===== src/source/wbuf_macros.svh =====
`ifndef WBUF_MACROS_SVH
`define WBUF_MACROS_SVH

// number of channel buffers, any power of two
`define WBUF_CHANNELS 4

// page select width, 4 pages per channel
`define WBUF_PAGES_LOG2 2

// page depth in 64-bit memory words, 128 per page
`define WBUF_DEPTH_LOG2 7

// host side word
`define WBUF_HOST_W 32

// memory side word, two host words
`define WBUF_MEM_W 64

`endif

===== src/source/wbuf_pkg.sv =====
`default_nettype none
`include "wbuf_macros.svh"

package wbuf_pkg;

    typedef logic [$clog2(`WBUF_CHANNELS)-1:0] chan_t;     // channel index
    typedef logic [`WBUF_PAGES_LOG2-1:0]       page_t;     // page number
    typedef logic [`WBUF_DEPTH_LOG2-1:0]       mem_addr_t; // 64-bit word within page

    // local host address, one channel buffer
    typedef struct packed {
        page_t     page;  // top bits
        mem_addr_t word;  // memory word in page
        logic      half;  // 1 selects upper 32 bits
    } host_addr_t;

    typedef logic [`WBUF_HOST_W-1:0]   host_data_t;
    typedef logic [`WBUF_MEM_W-1:0]    mem_data_t;  // low half from even host addr
    typedef logic [`WBUF_DEPTH_LOG2:0] burst_len_t; // 1..128 valid

    // channel index to one-hot select
    function automatic logic [`WBUF_CHANNELS-1:0] chan_onehot(input chan_t c);
        logic [`WBUF_CHANNELS-1:0] oh;
        oh    = '0;
        oh[c] = 1'b1;
        return oh;
    endfunction

endpackage

`default_nettype wire


===== src/source/host_wr_decode.sv =====
`timescale 1ns/1ps
`default_nettype none
`include "wbuf_macros.svh"

// host write register, channel field to one-hot select
module host_wr_decode
    import wbuf_pkg::*;
(
    input  wire logic                                      rclk,
    input  wire logic                                      reset,
    input  wire logic                                      host_we,
    input  wire logic [$bits(chan_t)+$bits(host_addr_t)-1:0] host_addr, // {chan, local}
    input  wire host_data_t                                host_data,
    output logic [`WBUF_CHANNELS-1:0]                       wr_sel,    // one-hot, 1 cycle late
    output host_addr_t                                     wr_addr,   // shared by channels
    output host_data_t                                     wr_data    // shared by channels
);

    chan_t      host_chan;   // channel field
    host_addr_t host_local;  // page, word, half

    assign host_chan  = host_addr[$bits(host_addr)-1 -: $bits(chan_t)];
    assign host_local = host_addr[$bits(host_addr_t)-1:0];

    // select strobe, cleared on reset
    always_ff @(posedge rclk) begin
        if (reset) begin
            wr_sel <= '0;
        end else if (host_we) begin
            wr_sel <= chan_onehot(host_chan);
        end else begin
            wr_sel <= '0;
        end
    end

    // address and data ride alongside wr_sel
    always_ff @(posedge rclk) begin
        if (host_we) begin
            wr_addr <= host_local;
            wr_data <= host_data;
        end
    end

endmodule

`default_nettype wire


===== config.mk =====
export PLATFORM = sky130hd
export DESIGN_NAME = host_wr_decode
export DESIGN_NICKNAME = d
export VERILOG_FILES = /design/src/source/wbuf_pkg.sv /design/src/source/host_wr_decode.sv
export VERILOG_INCLUDE_DIRS = /design/src /design/src/source
export SDC_FILE = /design/constraint.sdc
export NUM_CORES = 1
export LEC_CHECK = 0
export ABC_CLOCK_PERIOD_IN_PS = 800
export BUFFER_PORTS_ARGS = -buffer_cell sky130_fd_sc_hd__buf_2
export CAP_MARGIN = 0
export CORE_MARGIN = 2
export CORE_UTILIZATION = 38
export CTS_BUF_LIST = sky130_fd_sc_hd__clkbuf_2 sky130_fd_sc_hd__clkbuf_4 sky130_fd_sc_hd__clkbuf_8
export CTS_CLUSTER_DIAMETER = 30
export CTS_CLUSTER_SIZE = 25
export DETAILED_ROUTE_END_ITERATION = 8
export PLACE_DENSITY = 0.85
export SETUP_SLACK_MARGIN = 0.2
export SLEW_MARGIN = 40
export SYNTH_ARGS = -nofsm -noshare
export SYNTH_HDL_FRONTEND = slang
export SYNTH_SLANG_ARGS = --single-unit

===== constraint.sdc =====
create_clock -name rclk -period 0.8 [get_ports rclk]
set_clock_uncertainty 0.2 [all_clocks]
set_input_delay 0.16 -clock rclk [delete_from_list [all_inputs] [get_ports rclk]]
set_output_delay 0.16 -clock rclk [all_outputs]
set_load 0.05 [all_outputs]

* Yosys cells after proc, flatten, opt, wreduce, memory -nomap -nowiden
Index checks and enable logic that the tools add are counted.
** Word-level totals
- Flip-flop bits (word level) :: 46
- Bits in latches :: 0
- Memory bits (writable) :: 0
- Memory bits (read-only) :: 0
- Input bits :: 47
- Output and inout port bits :: 46
- Word-level logic and storage cells :: 12
- Memories kept :: 0
** Operators by class
- $add $sub $neg :: 0
- Multiply operators :: 0
- Div/mod/pow operators :: 0
- Order comparisons :: 2
- Equality and inequality tests :: 0
- Shifts and indexed selects :: 0
- Mux-type cells :: 2
- Bitwise gates (word level) :: 1
- Reduce and logical (&&, ||, !) cells :: 2
** Operators by type and width (count)
- 2-bit by 3-bit < comparator with 1-bit output (second input constant) :: 1
- 1-bit demux with 2-bit select :: 1
- 2-bit by 1-bit greater-or-equal comparator with 1-bit output (second input constant) :: 1
- 2-bit OR reduction :: 1
- 1-bit logical AND :: 1
- 1-bit two-way mux :: 1
- 1-bit NOT :: 1

* Longest topological paths before layout
Gate-level depths: netlist of run 1.
- Word-level depth :: 4
- Depth in mapped cells :: 1
- Gate-level depth less buffers :: 1

* Least setup slack after synthesis of run 1
Ideal clock, no wire load.
- Kind :: register -> output
- Start :: reg wr_addr[0] (netlist bit)
- End :: out wr_addr[0] (netlist bit)
- Data arrival time :: 0.601 ns
- Data required time :: 0.440 ns
- Path slack :: -0.161 ns
- Cell stages (with the launch flop) :: 1
- Path buffers :: 0
- Cells stage by stage :: edfxtp_1
** RTL lines
- start, declared :: RTL line host_wr_decode.sv:15 : output host_addr_t wr_addr,
- start signal, assigned :: RTL line host_wr_decode.sv:39 : wr_addr <= host_local;
No word-level cell between the ends.

* Worst setup path after layout of run 1
- Start :: reg wr_data[10]
- End :: out wr_data[10]
** RTL lines
- start, declared :: RTL line host_wr_decode.sv:16 : output host_data_t wr_data
- start signal, assigned :: RTL line host_wr_decode.sv:40 : wr_data <= host_data;
No word-level cell between the ends.

==> results.yml, run 1 <==
final_layout:
  nNetsFinal: 200
  drive_gt1_frac: 0.721
  fin_cells: 200
  syn_to_final_growth_pct: 71.9
  antenna_cells: 0
  final_util: 0.700
  final_area_sq_mm: 0.00239
synthesis:
  avgSynthCellArea_sq_um: 27.8
  seq_area_frac_synth: 0.964
  syn_nets: 97
  ys_seq_elements: 46
  synth.distinct_cells: 5
  yosys_warnings: 0
  synth_cells: 50
  synth_area_sq_mm: 0.00139
critical_path:
  cpLargestDelayFamily: "flip-flops"
  cp.arrival_ps: 970
  crit_chain: "buf_6"
  cpPeakStageDelay_ps: 440
  cp-start-kind: "flop"
  critical_path_required_ps: 440
  slowest_stage: "edfxtp_1"
  path_max_fanout: 1
  crit_buf_inv: 1
  crit_start: "wr_data[10]"
  critPathKind: "reg -> out"
  end_kind: "output pin"
timing:
  whs_ps: -230
  finalHoldViolations: 58
  worst-slew-pin-transition_ps: 224
  post-route-min-period_ps: 1330
  finalCritPeriodShare: 1.67
  setup_viol: 46
  setup_slack_ps: -532
  rsz0062_at_grt: "true"
  clock.fmax_mhz: 751
  drv_slew: 0
  slew_headroom: 0.851
routing:
  postRouteAntennaNets: 0
  drc: 0
  avgViaCountPerCell: 4.44
  initialDrtViolationCount: 17
  vias: 888
  wl_per_cell_um: 15.8
  drtPass1Iterations: 4
  finalWirelength_mm: 3.16
die:
  io_pins: 93
  fp.dieH_um: 64.5
  die_w_um: 64.5
  start_util: 0.407
  design.core.area_sq_mm: 0.00342
  rows: 21
  die_area_sq_mm: 0.00416
power:
  peakVddDrop_uv: 1740
  leakagePower_nw: 1.01
  powerDensity_mw_per_mm2: 2170
global_route:
  grtUsageMet1: 0.165
  grt_pass1_vias: 985
  use_met2: 0.299
  busiest_layer: "met2"
  overflow: 0
  antenna_found_initial: 0
  grt_max_degree: 22
  groute.usage.overall: 0.166
  grt_util_met3: 0.0781
  grt_pass1_wl_mm: 4.89
run_status:
  violations: "negative hold slack, negative setup slack"
  status: "complete, but fails checks"
clocking:
  cts_max_level: 2
  cts_tree: "yes"
  cts_buffer_depth: 2
  clock_sinks: 46
  cts.reportedPaths.clkPinSlew_ps: 140
  clock-root-buffer: "clkbuf_4"
  numCtsBuffers: 5
  post-cts-setup-buffers: 0
place:
  placed_cell_area_sq_mm: 0.00196
  place.gp.congestion: 0.656
  post-dp-hpwl_mm: 2.03
  pre_cts_ws_ps: -214
  dpl.cell_count: 190
  numPortBuffers: 92
hold_path:
  min-delay-start: "host_data[13]"
  holdCritPathClass: "in -> reg"
run:
  drv_cap: 0
path summary, 6_finish.rpt:
kind / end / depth (start not counted)
worst max-delay path: wr_data[10] / 1
worst min-delay path: wr_data[13] / 1
synthesized netlist by cell type, drive strengths merged:
library cell	count	area, sq um
and4b	1	10.0
and4bb	2	25.0
dfxtp	4	80.1
edfxtp	42	1260
nor4b	1	15.0
placed cells by master, fill, tap and decap left out:
| cell | instances |
|---|---|
| and4b_1 | 1 |
| dfxtp_4 | 4 |
| buf_12 | 2 |
| clkinv_2 | 1 |
| inv_6 | 2 |
| clkbuf_4 | 5 |
| nor4b_2 | 1 |
| and4bb_2 | 2 |
| buf_16 | 2 |
| buf_8 | 5 |
| buf_6 | 42 |
| buf_2 | 45 |
| edfxtp_1 | 42 |
repair_timing:
item,CTS,global route
endpoints found under the setup margin,65,46
cloned,2,0
hold endpoints to repair,67,67
gates resized for setup,101,0
power by group:
part | internal [mW] | switching, mW | total [mW] | leakage (nW)
Clock | 0.361 | 0.705 | 1.07 | 0.0360
Sequential | 2.81 | 0.0848 | 2.90 | 0.447
Combinational | 0.461 | 0.780 | 1.24 | 0.528
Total | 3.63 | 1.57 | 5.20 | 1.01
through the flow:
stage	power [mW]	setup TNS, ps
2_1_floorplan	3.55	-6750
3_3_place_gp	3.87	-13260
3_5_place_dp	3.89	-14040
4_1_cts	5.25	-22560
5_1_grt	5.40	-24130
6_report	5.20	-21680
flip-flops by register name, summed over array words and instances, names as in the netlist:
| signal | flops |
|---|---|
| wr_addr | 10 |
| wr_sel | 4 |
| wr_data | 32 |
routing by layer:
metal | wire [um] | up-vias
met1 | 1050 | 403
met4 | 27 | 0
met2 | 1670 | 73
met3 | 409 | 4
li1 | - | 408
met5 | 0 | -
cells by family (layout without fill, tap and decap cells):
kind of cell / Yosys count / count (layout) / share of synthesized area
buffers and inverters: 0 / 104 / 0
flip-flops: 46 / 46 / 0.964
AND/OR/NAND/NOR: 4 / 4 / 0.0360
layout make-up:
| cell class | count | area (sq um) |
|---|---|---|
| flip-flops and latches | 46 | 1360 |
| clock buffers | 5 | 37.5 |
| well taps | 46 | 57.6 |
| fillers | 215 | 1020 |
| repair buffers | 96 | 868 |
| clock inverters | 3 | 22.5 |
| multi-input cells | 4 | 50.0 |
No activity file was read; power rests on OpenSTA's default activity.
==> run 2: changes to the inputs <==
--- a/config.mk
+++ b/config.mk
@@ -6,16 +6,16 @@
 export SDC_FILE = /design/constraint.sdc
 export NUM_CORES = 1
 export LEC_CHECK = 0
-export ABC_CLOCK_PERIOD_IN_PS = 800
+export ABC_CLOCK_PERIOD_IN_PS = 1700
 export BUFFER_PORTS_ARGS = -buffer_cell sky130_fd_sc_hd__buf_2
-export CAP_MARGIN = 0
+export CAP_MARGIN = 10
 export CORE_MARGIN = 2
-export CORE_UTILIZATION = 38
+export CORE_UTILIZATION = 45
 export CTS_BUF_LIST = sky130_fd_sc_hd__clkbuf_2 sky130_fd_sc_hd__clkbuf_4 sky130_fd_sc_hd__clkbuf_8
 export CTS_CLUSTER_DIAMETER = 30
 export CTS_CLUSTER_SIZE = 25
 export DETAILED_ROUTE_END_ITERATION = 8
-export PLACE_DENSITY = 0.85
+export PLACE_DENSITY = 0.93
 export SETUP_SLACK_MARGIN = 0.2
 export SLEW_MARGIN = 40
 export SYNTH_ARGS = -nofsm -noshare
==> constraint.sdc (replaced) <==
create_clock -name rclk -period 1.7 [get_ports rclk]
set_clock_uncertainty 0.2 [all_clocks]
set_input_delay 0.34 -clock rclk [delete_from_list [all_inputs] [get_ports rclk]]
set_output_delay 0.34 -clock rclk [all_outputs]
set_load 0.05 [all_outputs]
==> run 2 against run 1 <==
Compared with the run above: the flow now finishes without violations; total power fell by 50%; flip-flop and latch count did not move; setup slack improved by 690 ps; cell area rose by 13%.
==> results.yml, run 2 (synthesis gave the netlist of run 1 again) <==
place:
  post-dp-hpwl_mm: 2.06
  numPortBuffers: 92
  placed_cell_area_sq_mm: 0.00192
  place.gp.congestion: 0.727
  pre_cts_ws_ps: 429
timing:
  post-route-min-period_ps: 1540
  rsz0062_at_grt: "true"
  finalHoldViolations: 0
  worst-slew-pin-transition_ps: 268
  finalCritPeriodShare: 0.905
  fin_setup_tns_ps: 0
  slew_headroom: 0.822
  clock.fmax_mhz: 650
  drv_slew: 0
  setup_slack_ps: 161
  whs_ps: 233
  setup_viol: 0
final_layout:
  antenna_cells: 0
  reg.largest.list: "wr_data (32), wr_addr (10), wr_sel (4)"
  final_area_sq_mm: 0.00271
  layout_commonest_cell: "buf_2"
  seq_area_sq_mm: 0.00134
  nNetsFinal: 243
  drive_gt1_frac: 0.533
  largest_register: "wr_data"
  syn_to_final_growth_pct: 94.6
  nFillCells: 118
  layout_common_cells: "buf_2, dlygate4sd3_1, buf_6, edfxtp_1, clkbuf_4"
  largest_register_ffs: 32
  multiInputGateArea_sq_um: 50.0
power:
  peakVddDrop_uv: 674
  powerDensity_mw_per_mm2: 968
  leakagePower_nw: 1.16
global_route:
  grt_max_degree: 26
  grt_pass1_vias: 1272
  grt_pass1_wl_mm: 6.74
  groute.usage.overall: 0.287
  overflow: 0
  antenna_found_initial: 0
die:
  start_util: 0.463
  rows: 20
  die_w_um: 59.6
  io_pins: 93
  fp.dieH_um: 59.6
  die_area_sq_mm: 0.00355
  design.core.area_sq_mm: 0.00300
routing:
  initialDrtViolationCount: 64
  wl_per_cell_um: 23.1
  postRouteAntennaNets: 0
  finalWirelength_mm: 5.32
  vias: 1170
  drtPass1Iterations: 4
  avgViaCountPerCell: 5.09
  drc: 0
critical_path:
  crit_chain: "buf_6"
  critical_path_required_ps: 1160
  slowest_stage: "edfxtp_1"
  end_kind: "output pin"
  path_max_fanout: 1
  cpPeakStageDelay_ps: 450
  crit_buf_inv: 1
  critPathKind: "reg -> out"
  cpLargestDelayFamily: "flip-flops"
  cp-start-kind: "flop"
  cp.arrival_ps: 1000
clocking:
  cts_tree: "yes"
  cts_max_level: 2
  post-cts-setup-buffers: 0
  cts.reportedPaths.clkPinSlew_ps: 150
  numCtsBuffers: 5
  clock_sinks: 46
  cts_buffer_depth: 2
  clock-root-buffer: "clkbuf_4"
hold_path:
  holdCritPathClass: "in -> reg"
  hold_end: "wr_data[7]"
  hold_path_depth: 2
  min-delay-start: "host_we"
run_status:
  status: "finished clean"
run:
  drv_cap: 0
==> run 2: where the power goes <==
| part | total [mW] | switching (mW) | internal, mW |
|---|---|---|---|
| combinational | 0.662 | 0.400 | 0.262 |
| clock | 0.584 | 0.367 | 0.217 |
| sequential | 1.38 | 0.0475 | 1.33 |
==> run 2: area by class of cell <==
class,instances,area share
well taps,33,0.0152
flip-flops and latches,46,0.495
repair buffers,139,0.447
multi-input cells,4,0.0185
clock inverters,1,0.00185
clock buffers,7,0.0217
==> run 2: what timing repair did <==
item | in CTS | in global routing
hold buffers | 45 | 0
pin swaps | 0 | 0
endpoints found under the hold margin | 43 | 0
endpoints found under the setup margin | 21 | 44
resized for setup | 28 | 85
==> run 2: worst max-delay path by stage <==
stage	from	end	slack, ps	cells past startpoint
final	wr_data[1]	wr_data[1]	160	1
after global routing	wr_addr[4]	wr_addr[4]	140	1
after CTS	wr_addr[7]	wr_addr[7]	190	1
after detailed placement	host_we	wr_sel[0]	430	3
after global placement	host_we	wr_data[10]	480	2
after floorplan	wr_addr[0]	wr_addr[0]	560	0
==> run 2: per-layer routing <==
metal,up-vias,track usage,part of all wire
met3,14,0.140,0.12
met5,-,0,0
li1,495,-,-
met1,557,0.315,0.34
met4,0,0.114,0.029
met2,104,0.477,0.51
==> run 2: metrics by stage <==
step,total power [mW],instances,util
final,2.62,230,0.902
after global routing,2.68,230,0.902
after CTS,2.47,230,0.837
after detailed placement,1.83,177,0.640
after global placement,1.82,177,0.640
after floorplan,1.67,50,-
==> run 3: changes to the inputs <==
--- a/config.mk
+++ b/config.mk
@@ -9,6 +9,7 @@
 export ABC_CLOCK_PERIOD_IN_PS = 1700
 export BUFFER_PORTS_ARGS = -buffer_cell sky130_fd_sc_hd__buf_2
 export CAP_MARGIN = 10
+export CORE_ASPECT_RATIO = 0.8
 export CORE_MARGIN = 2
 export CORE_UTILIZATION = 45
 export CTS_BUF_LIST = sky130_fd_sc_hd__clkbuf_2 sky130_fd_sc_hd__clkbuf_4 sky130_fd_sc_hd__clkbuf_8
==> constraint.sdc (replaced) <==
create_clock -name rclk -period 1.7 [get_ports rclk]
set_clock_uncertainty 0.2 [all_clocks]
set_input_delay 0.51 -clock rclk [delete_from_list [all_inputs] [get_ports rclk]]
set_output_delay 0.51 -clock rclk [all_outputs]
set_load 0.05 [all_outputs]
==> run 3 against run 2 <==
Compared with the run above: sequential power barely moved; combinational power fell by 16%; cell area fell by 14%; critical path depth did not move; final cell count fell by 17%; hold slack got worse by 41 ps; via count fell by 25%; critical path type unchanged.
==> results.yml, run 3 (synthesis gave the netlist of run 1 again) <==
final_layout:
  reg.largest.list: "wr_data (32), wr_addr (10), wr_sel (4)"
  nNetsFinal: 197
  largest_register_ffs: 32
  seq_area_sq_mm: 0.00135
  multiInputGateArea_sq_um: 50.0
  drive_gt1_frac: 0.715
  layout_commonest_cell: "buf_2"
  nFillCells: 172
  antenna_cells: 0
  syn_to_final_growth_pct: 67.9
  largest_register: "wr_data"
  layout_common_cells: "buf_2, buf_6, edfxtp_1, clkbuf_8, dfxtp_2"
global_route:
  grt_max_degree: 47
  overflow: 0
  antenna_found_initial: 0
  grt_pass1_wl_mm: 4.19
  groute.usage.overall: 0.175
  grt_pass1_vias: 879
critical_path:
  cp.arrival_ps: 870
  cpPeakStageDelay_ps: 410
  crit_buf_inv: 1
  worst-path-stages: 1
  slowest_stage: "edfxtp_1"
  cpLargestDelayFamily: "flip-flops"
  critPathKind: "reg -> out"
  cp-start-kind: "flop"
  end_kind: "output pin"
  crit_chain: "buf_6"
  path_max_fanout: 1
  critical_path_required_ps: 990
routing:
  wl_per_cell_um: 15.6
  drc: 0
  postRouteAntennaNets: 0
  initialDrtViolationCount: 15
  finalWirelength_mm: 2.98
  avgViaCountPerCell: 4.57
  vias: 873
  drtPass1Iterations: 4
place:
  post-dp-hpwl_mm: 2.02
  numPortBuffers: 92
  place.gp.congestion: 0.676
die:
  start_util: 0.461
  die_area_sq_mm: 0.00356
  rows: 18
  design.core.area_sq_mm: 0.00302
  die_w_um: 66.2
  io_pins: 93
  fp.dieH_um: 53.7
timing:
  post-route-min-period_ps: 1580
  worst-slew-pin-transition_ps: 285
  slew_headroom: 0.810
  whs_ps: 192
  rsz0062_at_grt: "true"
  drv_slew: 0
  finalHoldViolations: 0
  setup_viol: 0
  fin_setup_tns_ps: 0
  clock.fmax_mhz: 634
  finalCritPeriodShare: 0.927
clocking:
  clock-root-buffer: "clkbuf_8"
  cts_max_level: 2
  cts_buffer_depth: 2
  cts.reportedPaths.clkPinSlew_ps: 80
  numCtsBuffers: 5
  clock_sinks: 46
  cts_tree: "yes"
hold_path:
  hold_path_depth: 1
  holdCritPathClass: "in -> reg"
power:
  powerDensity_mw_per_mm2: 1160
  peakVddDrop_uv: 819
  leakagePower_nw: 0.988
run_status:
  status: "finished clean"
run:
  drv_cap: 0
==> run 3: changes by cell type in the layout (fill, tap and decap cells not counted) <==
| cell | previous run | this run |
|---|---|---|
| dlygate4sd3_1 | 45 | 0 |
| buf_4 | 5 | 0 |
| clkbuf_4 | 6 | 1 |
| clkbuf_8 | 1 | 5 |
| dfxtp_1 | 4 | 0 |
| dfxtp_2 | 0 | 4 |
| buf_6 | 42 | 44 |
| buf_8 | 0 | 2 |
| bufinv_16 | 0 | 1 |
| clkinv_2 | 1 | 0 |
| clkinvlp_4 | 0 | 1 |
==> run 3: final cells by class <==
cell class | count | share of cell area
Clock buffer | 6 | 0.0327
Sequential cell | 46 | 0.576
Tap cell | 40 | 0.0214
Timing Repair Buffer | 93 | 0.332
Multi-Input combinational cell | 4 | 0.0214
Clock inverter | 2 | 0.0161
==> run 3: routing by layer <==
| metal | track usage | wire (um) | vias to the layer above |
|---|---|---|---|
| li1 | - | - | 400 |
| met1 | 0.174 | 985 | 415 |
| met2 | 0.302 | 1650 | 54 |
| met3 | 0.105 | 302 | 4 |
| met4 | 0.0714 | 45 | 0 |
| met5 | 0 | 0 | - |
==> run 3: worst paths after layout <==
check,slack (ps),start,to
hold / removal,190,host_data[28],wr_data[28]
setup / recovery,120,wr_addr[6],wr_addr[6]
==> run 3: stage by stage <==
stage	area [sq um]	instances	setup WS [ps]	total power, mW	utilization
5_1_grt	2340	191	94.5	2.78	0.774
3_5_place_dp	1920	183	272	1.83	0.637
6_report	2340	191	124	2.71	0.774
3_3_place_gp	1920	183	339	1.82	0.637
2_1_floorplan	1390	50	389	1.67	-
4_1_cts	2330	191	112	2.73	0.772
==> run 3: power breakdown <==
part           total (mW)  leakage [nW]  internal [mW]  switching, mW
clock               0.783        0.0548          0.454          0.329
sequential           1.37         0.445           1.33         0.0397
combinational       0.558         0.487          0.196          0.362
total                2.71         0.988           1.98          0.730
==> run 3: repair_timing <==
item / CTS / global route
hold buffers: 0 / 0
gates resized for setup: 96 / 2
setup endpoints to repair: 46 / 45
setup buffers: 0 / 0
