**config.mk**
```make
export PLATFORM = sky130hd
export DESIGN_NAME = burst_sequencer
export DESIGN_NICKNAME = d
export VERILOG_FILES = /design/src/source/wbuf_pkg.sv /design/src/source/burst_sequencer.sv
export VERILOG_INCLUDE_DIRS = /design/src /design/src/source
export SDC_FILE = /design/constraint.sdc
export NUM_CORES = 1
export LEC_CHECK = 0
export ABC_AREA = 1
export BUFFER_PORTS_ARGS = -buffer_cell sky130_fd_sc_hd__buf_4
export CELL_PAD_IN_SITES_DETAIL_PLACEMENT = 0
export CELL_PAD_IN_SITES_GLOBAL_PLACEMENT = 2
export CORE_MARGIN = 10
export CORE_UTILIZATION = 14
export DETAILED_ROUTE_END_ITERATION = 10
export GPL_ROUTABILITY_DRIVEN = 0
export PLACE_DENSITY = 0.87
export SLEW_MARGIN = 20
export SYNTH_ARGS = -nofsm -noshare
export SYNTH_HDL_FRONTEND = slang
export SYNTH_SLANG_ARGS = --single-unit
```
**constraint.sdc**
```tcl
create_clock -name rclk -period 2.06 [get_ports rclk]
set_input_delay 0.206 -clock rclk [delete_from_list [all_inputs] [get_ports rclk]]
set_output_delay 0.206 -clock rclk [all_outputs]
set_load 0.01 [all_outputs]
```
**src/source/wbuf_macros.svh**
```systemverilog
`ifndef WBUF_MACROS_SVH
`define WBUF_MACROS_SVH

// number of channel buffers, any power of two
`define WBUF_CHANNELS 4

// page select width, 4 pages per channel
`define WBUF_PAGES_LOG2 2

// page depth in 64-bit memory words, 128 per page
`define WBUF_DEPTH_LOG2 7

// host side word
`define WBUF_HOST_W 32

// memory side word, two host words
`define WBUF_MEM_W 64

`endif
```
**src/source/wbuf_pkg.sv**
```systemverilog
`default_nettype none
`include "wbuf_macros.svh"

package wbuf_pkg;

    typedef logic [$clog2(`WBUF_CHANNELS)-1:0] chan_t;     // channel index
    typedef logic [`WBUF_PAGES_LOG2-1:0]       page_t;     // page number
    typedef logic [`WBUF_DEPTH_LOG2-1:0]       mem_addr_t; // 64-bit word within page

    // local host address, one channel buffer
    typedef struct packed {
        page_t     page;  // top bits
        mem_addr_t word;  // memory word in page
        logic      half;  // 1 selects upper 32 bits
    } host_addr_t;

    typedef logic [`WBUF_HOST_W-1:0]   host_data_t;
    typedef logic [`WBUF_MEM_W-1:0]    mem_data_t;  // low half from even host addr
    typedef logic [`WBUF_DEPTH_LOG2:0] burst_len_t; // 1..128 valid

    // channel index to one-hot select
    function automatic logic [`WBUF_CHANNELS-1:0] chan_onehot(input chan_t c);
        logic [`WBUF_CHANNELS-1:0] oh;
        oh    = '0;
        oh[c] = 1'b1;
        return oh;
    endfunction

endpackage

`default_nettype wire

```
**src/source/burst_sequencer.sv**
```systemverilog
`timescale 1ns/1ps
`default_nettype none
`include "wbuf_macros.svh"

// one burst at a time: set page, issue reads, track valid through RAM pipe
module burst_sequencer
    import wbuf_pkg::*;
(
    input  wire logic                 rclk,
    input  wire logic                 reset,
    input  wire logic                 burst_start,   // sampled in idle only
    input  wire chan_t                burst_chan,
    input  wire page_t                burst_page,
    input  wire burst_len_t           burst_len,     // 1..128
    input  wire logic                 burst_adv,     // step page after burst
    input  wire mem_data_t            chan_data [`WBUF_CHANNELS],
    output logic [`WBUF_CHANNELS-1:0]  page_set_sel,
    output logic [`WBUF_CHANNELS-1:0]  page_next_sel,
    output logic [`WBUF_CHANNELS-1:0]  rd_sel,
    output page_t                     page_val,      // page for page_set
    output logic                      mem_valid,
    output mem_data_t                 mem_data,
    output logic                      burst_busy,
    output logic                      burst_done     // with last mem_valid
);

    typedef enum logic [1:0] {
        S_IDLE,
        S_SET,     // page load pulse
        S_READ,    // rd pulses
        S_DRAIN    // wait for pipe to empty
    } state_t;

    state_t     state;
    chan_t      chan_r;    // latched burst channel
    page_t      page_r;    // latched burst page
    logic       adv_r;     // latched advance flag
    burst_len_t rd_cnt;    // reads left, incl. current
    logic       rd_last;   // final read this cycle
    logic       v_reg;     // word in latch, regen stage
    logic       v_out;     // word on data_out
    logic       l_reg;     // last tag, regen stage
    logic       l_out;     // last tag, output stage

    assign rd_last = (state == S_READ) && (rd_cnt == burst_len_t'(1));

    always_ff @(posedge rclk) begin
        if (reset) begin
            state  <= S_IDLE;
            rd_cnt <= '0;
            v_reg  <= 1'b0;
            v_out  <= 1'b0;
            l_reg  <= 1'b0;
            l_out  <= 1'b0;
        end else begin
            v_reg <= (state == S_READ);     // mirrors channel regen
            v_out <= v_reg;
            l_reg <= rd_last;
            l_out <= l_reg;
            case (state)
                S_IDLE: begin
                    if (burst_start) begin
                        state  <= S_SET;
                        rd_cnt <= burst_len;
                    end
                end
                S_SET: begin
                    state <= S_READ;
                end
                S_READ: begin
                    rd_cnt <= rd_cnt - burst_len_t'(1);
                    if (rd_last) begin
                        state <= S_DRAIN;
                    end
                end
                S_DRAIN: begin
                    if (l_out) begin
                        state <= S_IDLE;        // done with last word
                    end
                end
                default: state <= S_IDLE;
            endcase
        end
    end

    // burst parameters, held until next start
    always_ff @(posedge rclk) begin
        if (state == S_IDLE && burst_start) begin
            chan_r <= burst_chan;
            page_r <= burst_page;
            adv_r  <= burst_adv;
        end
    end

    assign page_set_sel  = (state == S_SET)  ? chan_onehot(chan_r) : '0;
    assign rd_sel        = (state == S_READ) ? chan_onehot(chan_r) : '0;
    assign page_next_sel = (l_reg && adv_r)  ? chan_onehot(chan_r) : '0; // after last regen
    assign page_val      = page_r;
    assign mem_valid     = v_out;
    assign mem_data      = chan_data[chan_r];   // active channel only
    assign burst_busy    = (state != S_IDLE);
    assign burst_done    = l_out;

    a_no_start_busy: assert property (@(posedge rclk) disable iff (reset)
        burst_busy |-> !burst_start)
        else $warning("burst_sequencer: burst_start ignored while busy");

    a_len_nonzero: assert property (@(posedge rclk) disable iff (reset)
        (burst_start && !burst_busy) |-> (burst_len != '0))
        else $error("burst_sequencer: zero burst_len accepted");

endmodule

`default_nettype wire

```
======== After elaboration in Yosys (flattened, before gate mapping) ========
Cells that the tools add are included.
operators by class
  equality and inequality tests ........... 7
  magnitude comparators ................... 3
  $add $sub $neg .......................... 1
  bitwise logic cells ..................... 1
  reduce and logical (&&, ||, !) cells .... 9
  multiplexer cells ....................... 14
operators with widths
  kind                   count
  $bmux W64 S2           1
  $mux W64               2
  $pmux W8 S2            1
  $mux W4                3
  $eq A8 B1 Y1 const B   1
  $mux W8                1
  $pmux W2 S4            1
  $sub A8 B1 Y8 const B  1
  $mux W2                3
  $ne A2 B2 Y1 const B   3
  $eq A2 B2 Y1 const B   2
  $logic_and A1 B1 Y1    4
  $reduce_bool A2 Y1     2
  $ge A3 B3 Y1 const B   1
  $lt A2 B3 Y1 const B   1
  $not A2 Y3             1
  $reduce_and A3 Y1      1
  $demux W1 S2           1
  $eq A2 B1 Y1 const B   1
  $ge A2 B1 Y1 const B   1
  $logic_not A2 Y1       1
  $reduce_and A2 Y1      1
  $mux W1                1
word-level totals
  word-level logic and storage cells ...... 44
  bits in registers ....................... 19
  output and inout port bits .............. 81

======== Longest topological paths before layout ========
Gate-level depths: netlist of the first run.
  word-level depth ........................ 5
  depth in mapped cells ................... 8

======== Least setup slack after synthesis of the first run ========
Ideal clock, no wire load.
  path type ............................... flip-flop to flip-flop
  start point ............................. register state[0]
  end point ............................... register rd_cnt[6]
  setup time .............................. 0.071 ns
  cell stages (with the launch flop) ...... 8
  arrival time ............................ 1.245 ns
  data required time ...................... 1.989 ns
  setup slack ............................. 0.744 ns
  cell sequence ........................... dfxtp_1 inv_1 ha_1 o21ai_4 inv_2 nor2_2 nand2_1 a21oi_1
between the ends
  word-level cells in the longest chain between the ends .. 3
ends and longest elaborated chain
  what                                                          line                   source
  start: declaration                                            burst_sequencer.sv:34  state_t state;
  start signal: assignment                                      burst_sequencer.sv:49  state <= S_IDLE;
  start signal: assignment                                      burst_sequencer.sv:63  state <= S_SET;
  start signal: assignment                                      burst_sequencer.sv:68  state <= S_READ;
  $eq A2 B2 Y1 or $logic_not A2 Y1 (tied branches)              burst_sequencer.sv:60  case (state)
  $reduce_bool A2 Y1 (no line) or $ne A2 B2 Y1 (tied branches)  -
  $reduce_and A2 Y1 (no line)                                   -
  end signal: assignment                                        burst_sequencer.sv:64  rd_cnt <= burst_len;
  end signal: assignment                                        burst_sequencer.sv:71  rd_cnt <= rd_cnt - burst_len_t'(1);
  end: declaration                                              burst_sequencer.sv:38  burst_len_t rd_cnt;
Several ways; a longest one is shown, not always the timed one.
A chain may end at the register's enable or synchronous reset.

======== Worst setup path after layout of the first run ========
  start point ............................. register chan_r[1]
  end point ............................... output mem_data[4]
between the ends
  word-level cells in the longest chain between the ends .. 4
ends and longest elaborated chain
  what                                         line                    source
  start: declaration                           burst_sequencer.sv:35   chan_t chan_r;
  start signal: assignment                     burst_sequencer.sv:89   chan_r <= burst_chan;
  $not A2 Y3 (implied by the code)             burst_sequencer.sv:100  assign mem_data = chan_data[chan_r];
  $bmux W64 S2                                 burst_sequencer.sv:100
  $mux W64 (implied by the code) (2 in a row)  burst_sequencer.sv:100
  end: declaration                             burst_sequencer.sv:22   output mem_data_t mem_data,
Every way passes these cells. The select of a mux whose other input is x is not followed.

==> results of run 1 <==
[routing by layer]
metal,GRT usage (%),wire length [um]
met2,25.0,10100
met3,4.14,1720
met5,0,0
met1,16.5,7840
met4,1.96,194
[power by group through the flow]
stage / sequential, mW / clock, mW / combinational [mW]
6_report: 0.602 / 0.416 / 3.51
5_1_grt: 0.618 / 0.438 / 3.88
4_1_cts: 0.603 / 0.424 / 3.55
3_5_place_dp: 0.608 / 0 / 3.53
3_3_place_gp: 0.606 / 0 / 3.55
2_1_floorplan: 0.578 / 0 / 1.92
[through the flow]
step                power (mW)  hold WS, ns  std cells
finish                    4.52        0.124       1035
global placement          4.16        0.384       1031
floorplan                 2.50        0.305        449
CTS                       4.58        0.121       1035
detailed placement        4.14        0.385       1031
global route              4.93        0.121       1035
[cells in the final DEF, fill, tap and decap left out]
cell type	instances
inv_2	6
edfxtp_1	5
a22oi_1	63
o21ai_1	8
nand2_1	35
clkbuf_16	3
nand4_1	3
buf_4	356
nand3_1	197
o21ai_0	3
inv_1	16
ha_1	7
dfxtp_1	14
o22ai_1	1
or2_2	1
nor2_1	26
buf_12	6
nor2_2	3
a21oi_1	10
buf_6	1
nor4_1	1
clkbuf_1	1
o21ai_4	1
nor2_4	2
o21ai_2	1
[path summary, 6_finish.rpt]
kind / to / slack, ns / cells past startpoint
max: mem_data[4] / 0.16 / 5
min: page_val[0] / 0.12 / 1
max reg2reg: rd_cnt[6] / 0.47 / 8
min reg2reg: mem_valid / 0.40 / 2
[timing repair]
| action | in CTS | in global routing |
|---|---|---|
| resized for setup | 0 | 1 |
| hold buffers | 0 | 0 |
| setup endpoints to repair | 0 | 7 |
[cell families after synthesis]
logic type | Yosys count | synth area share [%]
buf+inv | 68 | 12.9
compound gates | 87 | 22.1
flops | 19 | 15.6
simple gates | 268 | 46.2
fa+ha+maj | 7 | 3.18
[critical path: stages (launching register included)]
cell and delay (ns):
edfxtp_1 0.57, nor2_4 0.08, buf_12 0.18, a22oi_1 0.31, nand3_1 0.12, buf_4 0.17
[cell type report]
| type | instances | area, um^2 | area share [%] |
|---|---|---|---|
| timing repair buffer | 363 | 2800 | 49.1 |
| multi-input combinational | 362 | 1980 | 34.7 |
| sequential | 19 | 430 | 7.54 |
| tap | 265 | 332 | 5.81 |
| inverter | 22 | 82.6 | 1.45 |
| clock buffer | 4 | 78.8 | 1.38 |
==> out/metrics.yaml, run 1 <==
clocking:
  clk_pin_slew_worst_paths_ns: 0.06
  cts_buffers: 3
  cts_tree: "built"
  cts.sinks: 19
  cts-root-buf: "clkbuf_16"
  clock_latency_ns: 0.26
  post_cts_buffers: 0
  cts_buffer_depth: 2
  htree_num_levels: 1
floorplanning:
  die_x_um: 160
  start_util_pct: 14.2
  die_area_um2: 25700
  row_count: 51
  core_um2: 19400
  io_pins: 353
  fp.dieH_um: 160
routing:
  viasPerCell: 4.51
  ant_nets: 0
  wire_per_inst_um: 19.2
  vias: 4673
  drtPass1Iterations: 5
  drc: 0
  wl_um: 19900
  drt_iter0_markers: 438
power:
  power_density_nw_per_um2: 792
  switching_share_pct: 48.4
  pwr-share-clk_pct: 9.2
  ir_drop_uv: 355
  switchingPower_mw: 2.19
  p_int_mw: 2.33
  leakagePower_nw: 2.80
  pwr-share-comb_pct: 77.5
  p_seq_share_pct: 13.3
placement:
  portBuffers: 352
  pre_cts_slack_ns: 0.361
  post-dp-hpwl_um: 15900
  place_area_um2: 5630
yosys:
  synth_seq_area_share_pct: 15.6
  yosysMostFrequentCell: "nand3_1"
  synthFlopType: "dfxtp_1"
  syn_nets: 728
  syn_avg_cell_area_um2: 6.13
  synth_edf_count: 5
  synth_common_cells: "nand3_1 (197), a22oi_1 (63), nand2_1 (35)"
  netlist_instances: 449
  syn_area_um2: 2750
  synth_top_area_cell: "nand3_1"
  synth_top_area_share_pct: 35.8
  synth-async-reset-ratio_pct: 0
  ys_ff_latch: 19
  ys_types: 23
  yosys_warnings: 0
  synth_area_leaders: "nand3_1 (36%), a22oi_1 (17%), dfxtp_1 (10%)"
sta:
  post-route-min-period_ns: 1.90
  max_freq_mhz: 525
  slew_headroom_pct: 66.0
  fin_ws_ns: 0.157
  finalCritPeriodShare_pct: 92.4
  setup_violations: 0
  skew_ns: 0.00275
  rsz0062_at_grt: "false"
  drv_slew: 0
  hold_viol_final: 0
  setup_tns_ns: 0
  tightest_slew_ns: 0.510
finish:
  fin_util_pct: 29.4
  nets: 1050
  design_area_um2: 5710
  largest_reg_flops: 8
  drive_above_1_share_pct: 49.4
  largest_register: "rd_cnt"
  n_fill_cell: 2179
  antenna_cells: 0
  syn_to_final_growth_pct: 107
worst_setup_path:
  cp_max_fo: 37
  cp-startpoint: "chan_r[1]"
  cp.arrival_ns: 1.70
  end_kind: "output port"
  path_class: "reg2out"
  worst_r2r_startpoint: "state[0]"
  startpoint_type: "register"
  required_ns: 1.85
grt:
  gr-total-overflow: 0
  track_usage_pct: 14.0
  grt_max_degree: 66
  grt_pass1_wl_um: 29100
  antenna_found_initial: 0
  grt_pass1_vias: 4649
outcome:
  status: "completed"
min_path:
  hold_start: "burst_page[0]"
  min_path_type: "in2reg"
run:
  maxCapViolations: 0
No activity file was read; power rests on OpenSTA's default activity.
==> run 2: changes to the inputs <==
CORE_ASPECT_RATIO = 1.1   (was unset)
CTS_BUF_LIST = sky130_fd_sc_hd__clkbuf_8   (was unset)
==> run 2 against run 1 <==
  * Register-to-register slack improved by 0.08 ns
  * Final cell count fell by 0.77%
  * Critical path depth did not move
  * Highest routed layer unchanged
  * Clock power fell by 35%
  * Via count rose by 1.6%
  * Final area rose by 1.0%
  * Largest cell class unchanged
==> out/metrics.yaml, run 2 (synthesis results as in run 1) <==
outcome:
  status: "completed"
finish:
  drive_above_1_share_pct: 50.1
  final_common_cell: "buf_4"
  syn_to_final_growth_pct: 110
  layout_common_cells: "buf_4 (363), nand3_1 (196), a22oi_1 (63), nand2_1 (35), nor2_1 (26)"
  largest_register: "rd_cnt"
  nets: 1060
  antenna_cells: 0
  largest_reg_flops: 8
power:
  p_total_mw: 4.58
  ir_drop_uv: 293
  power_density_nw_per_um2: 794
  leakagePower_nw: 2.86
clocking:
  cts.sinks: 19
  cts_tree: "built"
  clk_pin_slew_worst_paths_ns: 0.08
  cts-root-buf: "clkbuf_8"
  clock_latency_ns: 0.26
  cts_buffer_depth: 2
  postCtsHoldBufs: 0
  cts_buffers: 3
  htree_num_levels: 1
worst_setup_path:
  required_ns: 1.85
  r2r_cells: 6
  startpoint_type: "register"
  cp-startpoint: "chan_r[1]"
  end_kind: "output port"
  path_class: "reg2out"
  crit_end: "mem_data[60]"
  r2r_end: "rd_cnt[7]"
  worst_r2r_startpoint: "state[0]"
  cp.arrival_ns: 1.74
  reg2reg_setup_slack_ns: 0.55
  cp_max_fo: 19
routing:
  viasPerCell: 4.62
  drt_iter0_markers: 242
  wire_per_inst_um: 20.9
  drc: 0
  wl_um: 21500
  vias: 4747
  ant_nets: 0
  drtPass1Iterations: 4
sta:
  tightest_slew_ns: 0.389
  post-route-min-period_ns: 1.94
  max_freq_mhz: 514
  skew_ns: 0.00650
  rsz0062_at_grt: "true"
  setup_violations: 0
  hold_ws_ns: 0.114
  finalCritPeriodShare_pct: 94.4
  slew_headroom_pct: 74.1
  drv_slew: 0
  hold_viol_final: 0
grt:
  met3_usage_pct: 4.97
  grt_max_degree: 78
  antenna_found_initial: 0
  gr-total-overflow: 0
  grt_pass1_vias: 4921
  use_met1_pct: 16.6
  grt_use_met2_pct: 27.3
  track_usage_pct: 14.8
  busiest_layer: "met2"
  grt_pass1_wl_um: 30700
floorplanning:
  core_um2: 19200
  die_x_um: 154
  row_count: 53
  die_area_um2: 25700
  fp.dieH_um: 167
  io_pins: 353
  start_util_pct: 14.3
placement:
  portBuffers: 352
  post-dp-hpwl_um: 17400
min_path:
  min_path_type: "in2reg"
  hold_start: "burst_adv"
run:
  maxCapViolations: 0
[run 2: routing by layer]
metal	part of all wire, %	wire [um]
met2	51	11000
met5	0	0
met4	0.51	110
met3	9.1	1950
met1	39	8430
[run 2: layout make-up]
cell class | count | area, um^2
clock inverters | 1 | 3.75
inverters | 22 | 85.1
multi-input cells | 362 | 1990
repair buffers | 373 | 2910
fillers | 2170 | 13500
flip-flops and latches | 19 | 430
well taps | 247 | 309
clock buffers | 3 | 41.3
[run 2: critical path: stages, from the launching register on]
cell      delay [ns]
edfxtp_1        0.55
nor2_4          0.26
buf_4           0.29
a22oi_1         0.16
nand3_1         0.09
buf_4           0.12
[run 2: power breakdown]
| group | internal (mW) | switching (mW) | total (mW) |
|---|---|---|---|
| clock network | 0.133 | 0.140 | 0.272 |
| logic | 1.68 | 2.02 | 3.70 |
| registers | 0.501 | 0.107 | 0.608 |
| total | 2.31 | 2.27 | 4.58 |
[run 2: worst min path at each step]
stage	to	slack (ns)	cells after the start
after floorplan	adv_r	0.30	0
after global placement	page_val[0]	0.38	1
after detailed placement	adv_r	0.39	1
after CTS	adv_r	0.10	1
after global routing	adv_r	0.10	1
final	adv_r	0.11	1
[run 2: timing repair]
| action | CTS | global route |
|---|---|---|
| hold endpoints to repair | 0 | 0 |
| endpoints found under the setup margin | 0 | 53 |
| setup buffers | 0 | 4 |
| resized for setup | 0 | 9 |
[run 2: stage by stage]
step	setup TNS [ns]	area, um^2	util [%]	worst slack, ns	cells
after floorplan	0	2750	-	0.744	449
after global placement	0	5630	29.3	0.321	1018
after detailed placement	0	5630	29.3	0.312	1018
after global routing	-0.00557	5770	30.0	-0.00557	1027
after CTS	0	5680	29.5	0.00599	1022
final	0	5770	30.0	0.116	1027
==> run 3: changes to the inputs <==
CTS_BUF_LIST = sky130_fd_sc_hd__clkbuf_16   (was sky130_fd_sc_hd__clkbuf_8)
PLACE_DENSITY = unset   (was 0.87)
PLACE_DENSITY_LB_ADDON = 0.1   (was unset)
==> run 3 against run 2 <==
  * Final area is 1.5% lower
  * Register-to-register slack worse by 0.03 ns
  * Clock power is 53% higher
  * Sequential cell count stayed put
  * Clock-buffer cell count stayed put
  * Core utilization is 0.44 points lower
  * Clock skew is 0.0034 ns lower
  * Total power is 0.15% lower
  * Non-clock buffer count is 7 lower
  * Die area stayed put
  * Critical endpoint is now page_set_sel[2]
  * Largest cell class unchanged
==> out/metrics.yaml, run 3 (synthesis results as in run 1) <==
sta:
  skew_ns: 0.00306
  rsz0062_at_grt: "false"
  setup_tns_ns: 0
  post-route-min-period_ns: 1.91
  hold_viol_final: 0
  setup_violations: 0
  fin_ws_ns: 0.146
  slew_headroom_pct: 71.6
  finalCritPeriodShare_pct: 92.9
  max_freq_mhz: 522
  tightest_slew_ns: 0.426
  hold_ws_ns: 0.119
  drv_slew: 0
clocking:
  cts_tree: "built"
  cts-root-buf: "clkbuf_16"
  cts.repair.resized: 0
  clock_latency_ns: 0.26
  post_cts_buffers: 0
  htree_num_levels: 1
  cts.sinks: 19
  clk_pin_slew_worst_paths_ns: 0.06
  cts_buffers: 3
  postCtsHoldBufs: 0
  cts_buffer_depth: 2
finish:
  design_area_um2: 5690
  largest_register: "rd_cnt"
  drive_above_1_share_pct: 49.7
  nets: 1053
  layout_common_cells: "buf_4 (362), nand3_1 (197), a22oi_1 (63), nand2_1 (35), nor2_1 (26)"
  largest_reg_flops: 8
  syn_to_final_growth_pct: 106
  fin_util_pct: 29.6
  final_common_cell: "buf_4"
  final-instance-count-excl-fill: 1021
power:
  switching_share_pct: 49.1
  switchingPower_mw: 2.24
  pwr-share-comb_pct: 77.6
  p_total_mw: 4.57
  pwr-share-clk_pct: 9.1
  p_int_mw: 2.33
  ir_drop_uv: 433
  p_seq_share_pct: 13.3
  power_density_nw_per_um2: 804
  leakagePower_nw: 2.81
grt:
  track_usage_pct: 16.5
  gr-total-overflow: 0
  grt_max_degree: 75
  grt_pass1_wl_um: 32800
  grt_pass1_vias: 4698
  antenna_found_initial: 3
worst_setup_path:
  path_class: "reg2out"
  slowest_stage: "edfxtp_1"
  cp_cell_sequence: "inv_2 -> buf_4 -> nand2_1 -> nor2_1 -> buf_4"
  cpPeakStageDelay_ns: 0.50
  worst_r2r_startpoint: "state[0]"
  cp.arrival_ns: 1.71
  cp_max_fo: 34
  required_ns: 1.85
  cp_common_cell: "buf_4"
  end_kind: "output port"
  startpoint_type: "register"
  cp-startpoint: "chan_r[0]"
routing:
  viasPerCell: 4.70
  drtPass1Iterations: 5
  drc: 0
  ant_nets: 0
  wire_per_inst_um: 22.7
  vias: 4800
  drt_iter0_markers: 300
  wl_um: 23100
run:
  maxCapViolations: 0
floorplanning:
  core_um2: 19200
  fp.dieH_um: 167
  die_area_um2: 25700
  io_pins: 353
  die_x_um: 154
  row_count: 53
  start_util_pct: 14.3
min_path:
  hold_start: "burst_page[0]"
  min_path_type: "in2reg"
placement:
  dp.cells: 1016
  pre_cts_slack_ns: 0.425
  portBuffers: 352
  place_area_um2: 5600
  post-dp-hpwl_um: 18900
outcome:
  status: "completed"
## run 3: path summary, 6_finish.rpt
check | slack [ns] | depth (start not counted) | to
setup reg to reg | 0.52 | 7 | rd_cnt[6]
hold / removal | 0.12 | 1 | page_val[0]
hold reg to reg | 0.41 | 2 | mem_valid
setup / recovery | 0.15 | 5 | page_set_sel[2]
## run 3: power by group through the flow
stage | registers, mW | logic [mW] | clock network [mW]
after floorplan | 0.578 | 1.92 | 0
after global placement | 0.611 | 3.61 | 0
after detailed placement | 0.614 | 3.61 | 0
after CTS | 0.607 | 3.63 | 0.432
after global routing | 0.623 | 3.92 | 0.441
final | 0.606 | 3.55 | 0.417
## run 3: layer usage
metal  wire length, um  up-vias  GRT usage, %
met3              1920       22          4.94
met5                36        -             0
met4               365        4          3.33
met1              8450     2261          17.3
met2             12400      219          31.5
li1                  -     2294             -
## run 3: critical path: cells and delay by family (launching register included)
kind / cells / cell delay, ns
simple gates: 2 / 0.29
buf+inv: 3 / 0.66
flops: 1 / 0.50
## run 3: layout make-up
| type | instances | area [um^2] |
|---|---|---|
| fill | 2172 | 13500 |
| clock inverter | 1 | 5.00 |
| antenna | 1 | 2.50 |
| inverter | 22 | 82.6 |
| clock buffer | 3 | 75.1 |
| tap | 247 | 309 |
| multi-input combinational | 362 | 1980 |
| sequential | 19 | 430 |
| timing repair buffer | 366 | 2800 |
